==> src/hw/videoTxCsr_consts.svh <==
`ifndef VIDEO_TX_CSR_CONSTS_SVH
`define VIDEO_TX_CSR_CONSTS_SVH

// --------------------------------------------------
// widths
// --------------------------------------------------
`define VTX_DATA_W			32
`define VTX_ADDR_W			12
`define VTX_DMA_ADDR_W		19
`define VTX_HPOS_W			11
`define VTX_VPOS_W			11
`define VTX_COLOR_W			32
`define VTX_SCENE_TIME_W	7
`define VTX_MAP_W			8
`define VTX_TFT_DATA_W		8
`define VTX_TFT_IM_W		4

// 480x272 panel in 16 px tiles
`define VTX_MAP_X_RST		8'd30
`define VTX_MAP_Y_RST		8'd17

`define VTX_RESP_OKAY		2'b00

// --------------------------------------------------
// register offsets
// --------------------------------------------------
`define VTX_REG_DMA_EN		12'h004
`define VTX_REG_DMA_CYCLE	12'h008
`define VTX_REG_DMA_START	12'h00C
`define VTX_REG_DMA_END		12'h010
`define VTX_REG_DMA_ADD		12'h014
`define VTX_REG_VSG			12'h020
`define VTX_REG_TFT_DATA	12'h050
`define VTX_REG_TFT_CTRL	12'h054	// {im, gate, cs, rs, rd, wr, rst}
`define VTX_REG_MAP			12'h100	// {xSize, ySize}
`define VTX_REG_SCENE_COLOR	12'h300
`define VTX_REG_SCENE_TIME	12'h304
`define VTX_REG_SCENE_CTRL	12'h308	// {frameRst, subEn, addEn}
`define VTX_REG_SCENE_STAT	12'h30C
`define VTX_REG_PIXEL_POS	12'h400

`endif

==> src/hw/videoTxCsrPkg.sv <==
`include "videoTxCsr_consts.svh"

package videoTxCsrPkg;

	// --------------------------------------------------
	// plain vectors
	// --------------------------------------------------
	typedef logic [`VTX_DATA_W-1:0]		csrData_t;
	typedef logic [`VTX_ADDR_W-1:0]		csrAddr_t;
	typedef logic [`VTX_DMA_ADDR_W-1:0]	dmaAddr_t;
	typedef logic [`VTX_HPOS_W-1:0]		hPos_t;
	typedef logic [`VTX_VPOS_W-1:0]		vPos_t;
	typedef logic [`VTX_COLOR_W-1:0]	color_t;
	typedef logic [`VTX_MAP_W-1:0]		mapSize_t;

	// --------------------------------------------------
	// config groups
	// --------------------------------------------------
	typedef struct packed {
		logic		enable;
		logic		cycle;		// reload value for enable on done
		dmaAddr_t	startAddr;
		dmaAddr_t	endAddr;
		dmaAddr_t	stepAddr;
	} dmaCfg_t;

	typedef struct packed {
		logic [`VTX_TFT_DATA_W-1:0]	data;
		logic						rst;
		logic						wr;
		logic						rd;
		logic						rs;		// data / command select
		logic						cs;
		logic						gate;
		logic [`VTX_TFT_IM_W-1:0]	im;		// panel interface mode
	} tftCfg_t;

	typedef struct packed {
		color_t							color;
		logic [`VTX_SCENE_TIME_W-1:0]	timing;	// frames per fade step
		logic							addEn;
		logic							subEn;
		logic							frameRst;
	} sceneCfg_t;

	typedef struct packed {
		mapSize_t	xSize;
		mapSize_t	ySize;
	} mapCfg_t;

	// single-cycle write from the bus side
	typedef struct packed {
		logic		en;
		csrAddr_t	addr;
		csrData_t	data;
	} csrWrite_t;

	typedef enum logic [1:0] {idle, writeResp, readResp} axiState_t;

endpackage

==> src/hw/csrAxiSlave.sv <==
`timescale 1ns/1ps
`include "videoTxCsr_consts.svh"

module csrAxiSlave
(
	input  logic						iSCLK,
	input  logic						iSRST,
	// axi4-lite slave
	input  videoTxCsrPkg::csrAddr_t		awaddr,
	input  logic						awvalid,
	output logic						awready,
	input  videoTxCsrPkg::csrData_t		wdata,
	input  logic [`VTX_DATA_W/8-1:0]	wstrb,
	input  logic						wvalid,
	output logic						wready,
	output logic [1:0]					bresp,
	output logic						bvalid,
	input  logic						bready,
	input  videoTxCsrPkg::csrAddr_t		araddr,
	input  logic						arvalid,
	output logic						arready,
	output videoTxCsrPkg::csrData_t		rdata,
	output logic [1:0]					rresp,
	output logic						rvalid,
	input  logic						rready,
	// register side
	output videoTxCsrPkg::csrWrite_t	wrCmd,
	output videoTxCsrPkg::csrAddr_t		rdAddr,
	input  videoTxCsrPkg::csrData_t		rdData
);
	import videoTxCsrPkg::*;

	axiState_t	state;
	logic		wrAccept;
	logic		rdAccept;
	csrData_t	rdataQ;

	// --------------------------------------------------
	// handshakes
	// --------------------------------------------------
	// write needs both channels, any pending write blocks a read
	assign wrAccept = (state == idle) && awvalid && wvalid;
	assign rdAccept = (state == idle) && arvalid && !(awvalid || wvalid);

	assign awready = wrAccept;
	assign wready  = wrAccept;
	assign arready = rdAccept;

	// high only in the handshake cycle
	assign wrCmd.en   = wrAccept;
	assign wrCmd.addr = awaddr;
	assign wrCmd.data = wdata;	// full word, wstrb not decoded

	assign rdAddr = araddr;

	assign bvalid = (state == writeResp);
	assign bresp  = `VTX_RESP_OKAY;
	assign rvalid = (state == readResp);
	assign rresp  = `VTX_RESP_OKAY;
	assign rdata  = rdataQ;

	// --------------------------------------------------
	// one transaction in flight
	// --------------------------------------------------
	always_ff @(posedge iSCLK)
	begin
		if (iSRST)
		begin
			state <= idle;
		end
		else
		begin
			case (state)
				idle:
				begin
					if (wrAccept)
						state <= writeResp;
					else if (rdAccept)
						state <= readResp;
				end
				writeResp:
				begin
					if (bready)
						state <= idle;
				end
				readResp:
				begin
					if (rready)
						state <= idle;
				end
				default:
					state <= idle;
			endcase
		end
	end

	always_ff @(posedge iSCLK)
	begin
		if (rdAccept)
			rdataQ <= rdData;	// held until rready
	end

endmodule

==> src/hw/csrReadMux.sv <==
`timescale 1ns/1ps
`include "videoTxCsr_consts.svh"

module csrReadMux
(
	input  videoTxCsrPkg::csrAddr_t		rdAddr,
	input  videoTxCsrPkg::dmaCfg_t		dmaCfg,
	input  logic						vsgRst,
	input  videoTxCsrPkg::tftCfg_t		tftCfg,
	input  videoTxCsrPkg::mapCfg_t		mapCfg,
	input  videoTxCsrPkg::sceneCfg_t	sceneCfg,
	input  logic						sceneAlphaMax,
	input  logic						sceneAlphaMin,
	input  videoTxCsrPkg::hPos_t		pixelH,
	input  videoTxCsrPkg::vPos_t		pixelV,
	output videoTxCsrPkg::csrData_t		rdData
);

	always_comb
	begin
		rdData = '0;	// upper bits and unmapped offsets
		case (rdAddr)
			`VTX_REG_DMA_EN:		rdData[0] = dmaCfg.enable;
			`VTX_REG_DMA_CYCLE:		rdData[0] = dmaCfg.cycle;
			`VTX_REG_DMA_START:		rdData[`VTX_DMA_ADDR_W-1:0] = dmaCfg.startAddr;
			`VTX_REG_DMA_END:		rdData[`VTX_DMA_ADDR_W-1:0] = dmaCfg.endAddr;
			`VTX_REG_DMA_ADD:		rdData[`VTX_DMA_ADDR_W-1:0] = dmaCfg.stepAddr;
			`VTX_REG_VSG:			rdData[0] = vsgRst;
			`VTX_REG_TFT_DATA:		rdData[`VTX_TFT_DATA_W-1:0] = tftCfg.data;
			`VTX_REG_TFT_CTRL:
				rdData[`VTX_TFT_IM_W+5:0] = {tftCfg.im, tftCfg.gate, tftCfg.cs, tftCfg.rs,
					tftCfg.rd, tftCfg.wr, tftCfg.rst};
			`VTX_REG_MAP:			rdData[2*`VTX_MAP_W-1:0] = {mapCfg.xSize, mapCfg.ySize};
			`VTX_REG_SCENE_COLOR:	rdData[`VTX_COLOR_W-1:0] = sceneCfg.color;
			`VTX_REG_SCENE_TIME:	rdData[`VTX_SCENE_TIME_W-1:0] = sceneCfg.timing;
			`VTX_REG_SCENE_CTRL:
				rdData[2:0] = {sceneCfg.frameRst, sceneCfg.subEn, sceneCfg.addEn};
			// live status straight from the scene and pixel blocks
			`VTX_REG_SCENE_STAT:	rdData[1:0] = {sceneAlphaMax, sceneAlphaMin};
			`VTX_REG_PIXEL_POS:
			begin
				rdData[`VTX_DATA_W/2 +: `VTX_VPOS_W] = pixelV;
				rdData[`VTX_HPOS_W-1:0] = pixelH;
			end
			default:
				;
		endcase
	end

endmodule

==> src/hw/csrRegFile.sv <==
`timescale 1ns/1ps
`include "videoTxCsr_consts.svh"

module csrRegFile
(
	input  logic						iSCLK,
	input  logic						iSRST,
	input  videoTxCsrPkg::csrWrite_t	wrCmd,
	input  logic						dmaDone,
	output videoTxCsrPkg::dmaCfg_t		dmaCfg,
	output logic						vsgRst,
	output videoTxCsrPkg::tftCfg_t		tftCfg,
	output videoTxCsrPkg::mapCfg_t		mapCfg,
	output videoTxCsrPkg::sceneCfg_t	sceneCfg
);

	always_ff @(posedge iSCLK)
	begin
		if (iSRST)
		begin
			dmaCfg.enable		<= 1'b0;
			dmaCfg.cycle		<= 1'b0;
			dmaCfg.startAddr	<= '0;
			dmaCfg.endAddr		<= '1;
			dmaCfg.stepAddr		<= '0;
			vsgRst				<= 1'b1;	// sync gen held until released
			tftCfg.data			<= '0;
			tftCfg.rst			<= 1'b0;
			tftCfg.wr			<= 1'b0;
			tftCfg.rd			<= 1'b0;
			tftCfg.rs			<= 1'b0;
			tftCfg.cs			<= 1'b1;	// panel deselected
			tftCfg.gate			<= 1'b1;
			tftCfg.im			<= '0;
			mapCfg.xSize		<= `VTX_MAP_X_RST;
			mapCfg.ySize		<= `VTX_MAP_Y_RST;
			sceneCfg.color		<= '0;
			sceneCfg.timing		<= '0;
			sceneCfg.addEn		<= 1'b0;
			sceneCfg.subEn		<= 1'b0;
			sceneCfg.frameRst	<= 1'b1;
		end
		else
		begin
			// --------------------------------------------------
			// host writes
			// --------------------------------------------------
			if (wrCmd.en)
			begin
				case (wrCmd.addr)
					`VTX_REG_DMA_EN:
						dmaCfg.enable <= wrCmd.data[0];
					`VTX_REG_DMA_CYCLE:
						dmaCfg.cycle <= wrCmd.data[0];
					`VTX_REG_DMA_START:
						dmaCfg.startAddr <= wrCmd.data[`VTX_DMA_ADDR_W-1:0];
					`VTX_REG_DMA_END:
						dmaCfg.endAddr <= wrCmd.data[`VTX_DMA_ADDR_W-1:0];
					`VTX_REG_DMA_ADD:
						dmaCfg.stepAddr <= wrCmd.data[`VTX_DMA_ADDR_W-1:0];
					`VTX_REG_VSG:
						vsgRst <= wrCmd.data[0];
					`VTX_REG_TFT_DATA:
						tftCfg.data <= wrCmd.data[`VTX_TFT_DATA_W-1:0];
					`VTX_REG_TFT_CTRL:
						{tftCfg.im, tftCfg.gate, tftCfg.cs, tftCfg.rs, tftCfg.rd, tftCfg.wr,
							tftCfg.rst} <= wrCmd.data[`VTX_TFT_IM_W+5:0];
					`VTX_REG_MAP:
						{mapCfg.xSize, mapCfg.ySize} <= wrCmd.data[2*`VTX_MAP_W-1:0];
					`VTX_REG_SCENE_COLOR:
						sceneCfg.color <= wrCmd.data[`VTX_COLOR_W-1:0];
					`VTX_REG_SCENE_TIME:
						sceneCfg.timing <= wrCmd.data[`VTX_SCENE_TIME_W-1:0];
					`VTX_REG_SCENE_CTRL:
						{sceneCfg.frameRst, sceneCfg.subEn, sceneCfg.addEn} <= wrCmd.data[2:0];
					default:
						;	// read-only or unmapped
				endcase
			end

			// end of frame buffer, rearm from auto-cycle
			// done beats a same-edge host write to enable
			if (dmaDone)
				dmaCfg.enable <= dmaCfg.cycle;
		end
	end

endmodule

==> src/hw/videoTxCsrTop.sv <==
`timescale 1ns/1ps
`include "videoTxCsr_consts.svh"

module videoTxCsrTop
(
	input  logic							iSCLK,
	input  logic							iSRST,
	// axi4-lite slave
	input  videoTxCsrPkg::csrAddr_t			awaddr,
	input  logic							awvalid,
	output logic							awready,
	input  videoTxCsrPkg::csrData_t			wdata,
	input  logic [`VTX_DATA_W/8-1:0]		wstrb,
	input  logic							wvalid,
	output logic							wready,
	output logic [1:0]						bresp,
	output logic							bvalid,
	input  logic							bready,
	input  videoTxCsrPkg::csrAddr_t			araddr,
	input  logic							arvalid,
	output logic							arready,
	output videoTxCsrPkg::csrData_t			rdata,
	output logic [1:0]						rresp,
	output logic							rvalid,
	input  logic							rready,
	// side-band
	input  logic							dmaDone,
	input  logic							sceneAlphaMax,
	input  logic							sceneAlphaMin,
	input  videoTxCsrPkg::hPos_t			pixelH,
	input  videoTxCsrPkg::vPos_t			pixelV,
	output videoTxCsrPkg::dmaCfg_t			dmaCfg,
	output logic							vsgRst,
	output videoTxCsrPkg::tftCfg_t			tftCfg,
	output videoTxCsrPkg::mapCfg_t			mapCfg,
	output videoTxCsrPkg::sceneCfg_t		sceneCfg
);
	import videoTxCsrPkg::*;

	csrWrite_t	wrCmd;
	csrAddr_t	rdAddr;
	csrData_t	rdData;

	csrAxiSlave uAxiSlave
	(
		.iSCLK, .iSRST,
		.awaddr, .awvalid, .awready,
		.wdata, .wstrb, .wvalid, .wready,
		.bresp, .bvalid, .bready,
		.araddr, .arvalid, .arready,
		.rdata, .rresp, .rvalid, .rready,
		.wrCmd, .rdAddr, .rdData
	);

	csrRegFile uRegFile
	(
		.iSCLK, .iSRST, .wrCmd, .dmaDone,
		.dmaCfg, .vsgRst, .tftCfg, .mapCfg, .sceneCfg
	);

	csrReadMux uReadMux
	(
		.rdAddr, .dmaCfg, .vsgRst, .tftCfg, .mapCfg, .sceneCfg,
		.sceneAlphaMax, .sceneAlphaMin, .pixelH, .pixelV, .rdData
	);

endmodule

==> config.mk <==
export PLATFORM = sky130hd
export DESIGN_NAME = videoTxCsrTop
export DESIGN_NICKNAME = d
export VERILOG_FILES = /design/src/hw/videoTxCsrPkg.sv /design/src/hw/csrAxiSlave.sv /design/src/hw/csrReadMux.sv /design/src/hw/csrRegFile.sv /design/src/hw/videoTxCsrTop.sv
export VERILOG_INCLUDE_DIRS = /design/src /design/src/hw
export SDC_FILE = /design/constraint.sdc
export NUM_CORES = 1
export LEC_CHECK = 0
export ABC_AREA = 1
export BUFFER_PORTS_ARGS = -buffer_cell sky130_fd_sc_hd__buf_2
export CAP_MARGIN = 0
export CORE_AREA = 2 2 156 97
export CTS_CLUSTER_SIZE = 40
export DETAILED_ROUTE_END_ITERATION = 8
export DIE_AREA = 0 0 158 99
export HOLD_SLACK_MARGIN = 0.06
export PLACE_DENSITY_LB_ADDON = 0.05
export SLEW_MARGIN = 20
export SYNTH_ARGS = -nofsm -noshare
export SYNTH_HDL_FRONTEND = slang
export SYNTH_SLANG_ARGS = --single-unit
==> constraint.sdc <==
create_clock -name iSCLK -period 2.55 [get_ports iSCLK]
set_input_delay 0.51 -clock iSCLK [delete_from_list [all_inputs] [get_ports iSCLK]]
set_output_delay 0.51 -clock iSCLK [all_outputs]
set_load 0.02 [all_outputs]
# Word level (Yosys, flattened, before mapping)
# Cells that the tools add are included.
# word_totals
register_bits,170
out_inout_bits,177
# classes
n_eq_ne,31
muxes,22
n_reduce_logical,22
# op_table
op,n
"12-bit by 10-bit == test with 1-bit output, second input constant",7
59-bit 2-to-1 mux,1
19-bit 2-to-1 mux,3
"12-bit by 4-bit == test with 1-bit output, second input constant",4
"12-bit by 5-bit == test with 1-bit output, second input constant",4
"12-bit by 7-bit == test with 1-bit output, second input constant",4
4-bit one-hot mux with 9 select lines,1
5-bit one-hot mux with 5 select lines,1
"12-bit by 3-bit == test with 1-bit output, second input constant",2
"12-bit by 6-bit == test with 1-bit output, second input constant",2
"12-bit by 9-bit == test with 1-bit output, second input constant",2
2-bit AND reduction,12
8-bit one-hot mux with 2 select lines,1
3-bit one-hot mux with 5 select lines,1
1-bit one-hot mux with 14 select lines,1
2-bit one-hot mux with 7 select lines,1
"12-bit by 11-bit == test with 1-bit output, second input constant",1
1-bit one-hot mux with 11 select lines,1
1-bit one-hot mux with 10 select lines,1
2-bit 2-to-1 mux,4
1-bit one-hot mux with 8 select lines,1
1-bit one-hot mux with 6 select lines,1
2-bit one-hot mux with 3 select lines,1
1-bit logical AND,4
other kinds (10),14

# Depth between registers and ports, before layout
# logic_depth
depth_word,6
depth_mapped,11
mapped_depth_nobuf,10

# By module
# A second synthesis with hierarchy kept.
# hier_totals
cells_unflattened,1196
hier_area_um2,8464.4
# modules_own_cells
module,instances,cells_each,area_per_inst_um2,seq_area_each_um2
csrRegFile,1,756,5352.6,2722.6
csrReadMux,1,327,1564.0,0.0
csrAxiSlave,1,113,1547.7,1001.0

# Worst setup path after synthesis
# No wires, ideal clock.
# synth_path
path_kind,input-to-output
startpoint,input port wvalid
endpoint,output port arready
arrival_time_ns,1.416
path_slack_ns,0.624
stages,3
cell_sequence,inv_1 nand4_1 inv_1
# synth_via
elab_chain_cells,3
# synth_rtl
element,line,source
from (decl),videoTxCsrTop.sv:14,"input logic wvalid,"
1-bit logical OR,csrAxiSlave.sv:43,assign rdAccept = (state == idle) && arvalid && !(awvalid || wvalid);
1-bit zero test,csrAxiSlave.sv:43,
1-bit logical AND,csrAxiSlave.sv:43,
to (decl),videoTxCsrTop.sv:21,"output logic arready,"
# No other way between the ends.

# Worst setup path after layout
# layout_path
startpoint,register uAxiSlave.state[1]
endpoint,"register, netlist name uRegFile.sceneCfg[14]"
# layout_via
elab_chain_cells,4
# layout_rtl
element,line,source
from (decl),csrAxiSlave.sv:33,axiState_t state;
from (signal assigned),csrAxiSlave.sv:69,state <= idle;
from (signal assigned),csrAxiSlave.sv:77,state <= writeResp;
from (signal assigned),csrAxiSlave.sv:79,state <= readResp;
2-bit zero test,csrAxiSlave.sv:42,assign wrAccept = (state == idle) && awvalid && wvalid;
1-bit logical AND (2 in series),csrAxiSlave.sv:42,
2-bit AND reduction (no line),--,
# No other way between the ends.
# A chain may end at the register's enable or synchronous reset.

==> flow_summary_export.csv <==
group,metric,value,unit
status,outcome,"finished clean",
sta,final.setup.tns,0,ps
synthesis,synth_top_family_by_area,"simple AND/OR/NAND/NOR gates",
floorplan,start_util,52.78,%
sta,hold_viol_final,0,
synthesis,netlist-cell-type-count,33,
routing,drtIter0Drc,615,
sta,fin_crit_sh,77.12,%
clock_network,cts_tree,"built",
routing,avgViaCountPerCell,5.329,
synthesis,synth_area_leader_cell,"dfxtp_1",
critical_path,start_kind,"register",
sta,fin_crit,1966,ps
routing,dr_total_vias,7567,
sta,slew_viol_final,0,
finish,nets,1301,
synthesis,ys_ff_latch,170,
clock_network,cts.clk_slew.worst_paths,70,ps
sta,clock_skew,12.10,ps
clock_network,clock_tree.root_cell,"clkbuf_16",
grt,overflow,0,
power_and_ir_drop,p_leak,0.004423,uW
floorplan,io_pins,269,
synthesis,synth_cells,962,
synthesis,synth_compound_area_share,19.52,%
routing,antenna_left,0,
floorplan,die_area,15640,um^2
clock_network,cts_max_level,4,
floorplan,die_y,99,um
min_path,hold_class,"input port to register",
synthesis,synth_xor_area_share,0,%
routing,firstDrtPassIters,5,
synthesis,seq_area_frac_synth,49.65,%
sta,hold_ws,327.1,ps
placement,place_hpwl,17.33,mm
clock_network,clkLatencyLatePin,420,ps
finish,area_delta_synth_final,27.76,%
clock_network,cts_num_sinks,170,
floorplan,die_width,158,um
sta,worst_pin_slew,616.1,ps
finish,antenna_cells,0,
sta,setup_viol,0,
clock_network,cts_resized,0,
clock_network,cts_made_buffers,17,
grt,grt_max_degree,49,
synthesis,yosys_warnings,0,
grt,grt_pass1_wl,37.33,mm
clock_network,cts.path.max_buffers,2,
power_and_ir_drop,cellPowerDensity,601.7,nW/um^2
synthesis,syn_area_per_cell,7.796,um^2
critical_path,cp_max_fo,48,
synthesis,muxShareOfSynthArea,0,%
finish,final_layout_size_suffix_gt1_share,28.07,%
routing,wl,24.64,mm
sta,slew_headroom,58.83,%
synthesis,synth_area_leaders,"dfxtp_1, edfxtp_1, o21ai_0",
critical_path,cp-end-kind,"register",
synthesis,synth_fa_ha_area_share,0,%
critical_path,arrival,2260,ps
critical_path,path_class,"register to register",
routing,drc,0,
placement,io_buffers,260,
clock_network,cts_setup_buffers,0,
sta,rsz0062_at_grt,"false",
grt,grt_pass1_vias,6853,
placement,gp_congestion,0.8624,
sta,fmax,508.5,MHz
synthesis,synth-simple-area-share,20.67,%
finish,fillers,1293,
synthesis,synthesis.area,7500,um^2
finish,final_core_util,67.44,%
flow_run,max_cap_violations,0,
routing,wl_per_cell,17.35,um
critical_path,cp.required,2840,ps
grt,grt.total_usage,31.13,%
floorplan,coreArea,14210,um^2
grt,antenna_found_initial,0,
clock_network,cts_hold_buf,0,
synthesis,synth_top_area_share,36.84,%
floorplan,rows,34,
power_and_ir_drop,peakVddDrop,475.6,uV
-- through the flow --
stage	cell area [um^2]	setup WS [ps]	total power, uW	cells
global route	9582	455.8	5921	1420
detailed placement	8962	217.0	3103	1388
global placement	8962	229.9	3101	1388
floorplan	7511	623.9	2959	965
CTS	9582	584.9	5771	1420
finish	9582	583.5	5766	1420
-- routing by layer --
metal  track usage (%)  vias up  wire, um
li1                  -     3712         -
met1             44.90     3474     11010
met2             47.73      360     10730
met3             8.355       21      2690
met4             5.336        0       208
met5                 0        -         0
-- sequential cells by signal, indices dropped and copies added, names as in the netlist --
register           count
uAxiSlave.state        2
uRegFile.sceneCfg     42
uRegFile.vsgRst        1
uRegFile.dmaCfg       59
uRegFile.mapCfg       16
uAxiSlave.rdata       32
uRegFile.tftCfg       18
-- cells by family after synthesis --
group,after synthesis
simple gates,343
compound gates,274
buf+inv,174
flops,170
other cells,1
-- placed cells by master, fill, tap and decap left out, types with 3 or more instances in the layout --
cell and count:
clkinv_4 3, nand3_1 89, buf_4 21, bufinv_16 3, o21ai_1 8, dfxtp_1 138
o21ai_0 135, inv_6 4, nand3b_1 4, conb_1 4, nor2_1 95, nor2_4 5
nor2_2 9, buf_2 260, a21oi_2 4, o211ai_1 28, nand2_1 121, edfxtp_1 32
nand4_1 6, inv_1 112, clkbuf_16 17, buf_12 3, nand2_2 3, a21oi_1 97
-- cell type report --
type	instances	area (um^2)	share of cell area [%]
clock buffer	19	432.9	4.518
sequential	170	3724	38.86
multi-input combinational	621	3039	31.72
timing repair buffer	284	1519	15.85
clock inverter	13	186.4	1.946
inverter	115	432.9	4.518
tap	198	247.7	2.586
-- critical path, cell delays in order, from the launching register on --
cell and delay, ps:
dfxtp_1 330, nor2_2 170, nand3_4 190, nor2_8 340
nand2_2 160, buf_4 310, o21ai_0 240, a21oi_1 60
-- final timing paths --
check | cells after the start | slack (ps) | end | start
setup reg to reg | 7 | 580 | uRegFile.sceneCfg[14]$_SDFFE_PP0P_ | uAxiSlave.state[1]$_SDFFE_PP0P_
hold reg to reg | 2 | 460 | uRegFile.sceneCfg[35]$_SDFFE_PP0P_ | uRegFile.sceneCfg[35]$_SDFFE_PP0P_
setup / recovery | 7 | 580 | uRegFile.sceneCfg[14]$_SDFFE_PP0P_ | uAxiSlave.state[1]$_SDFFE_PP0P_
hold / removal | 2 | 330 | uAxiSlave.state[0]$_SDFFE_PP0P_ | iSRST
-- power by group --
part | switching (uW) | leakage (uW) | internal, uW | total (uW)
Clock | 1140 | 0.000298 | 1580 | 2720
Sequential | 5.41 | 0.00141 | 2740 | 2750
Combinational | 196 | 0.00272 | 102 | 298
Total | 1340 | 0.00442 | 4420 | 5770
-- Yosys cell counts (all sizes together) --
cell and instances:
conb 1, o211ai 28, dfxtp 138, a21oi 101
nand2 124, nor2 110, clkinv 1, o21ai 144
o2111ai 1, and3 2, nand3b 4, nor3 1
inv 114, edfxtp 32, nand4 6, buf 37
nand3 92, and2 4, clkbuf 22
(Power assumes the default switching activity.)
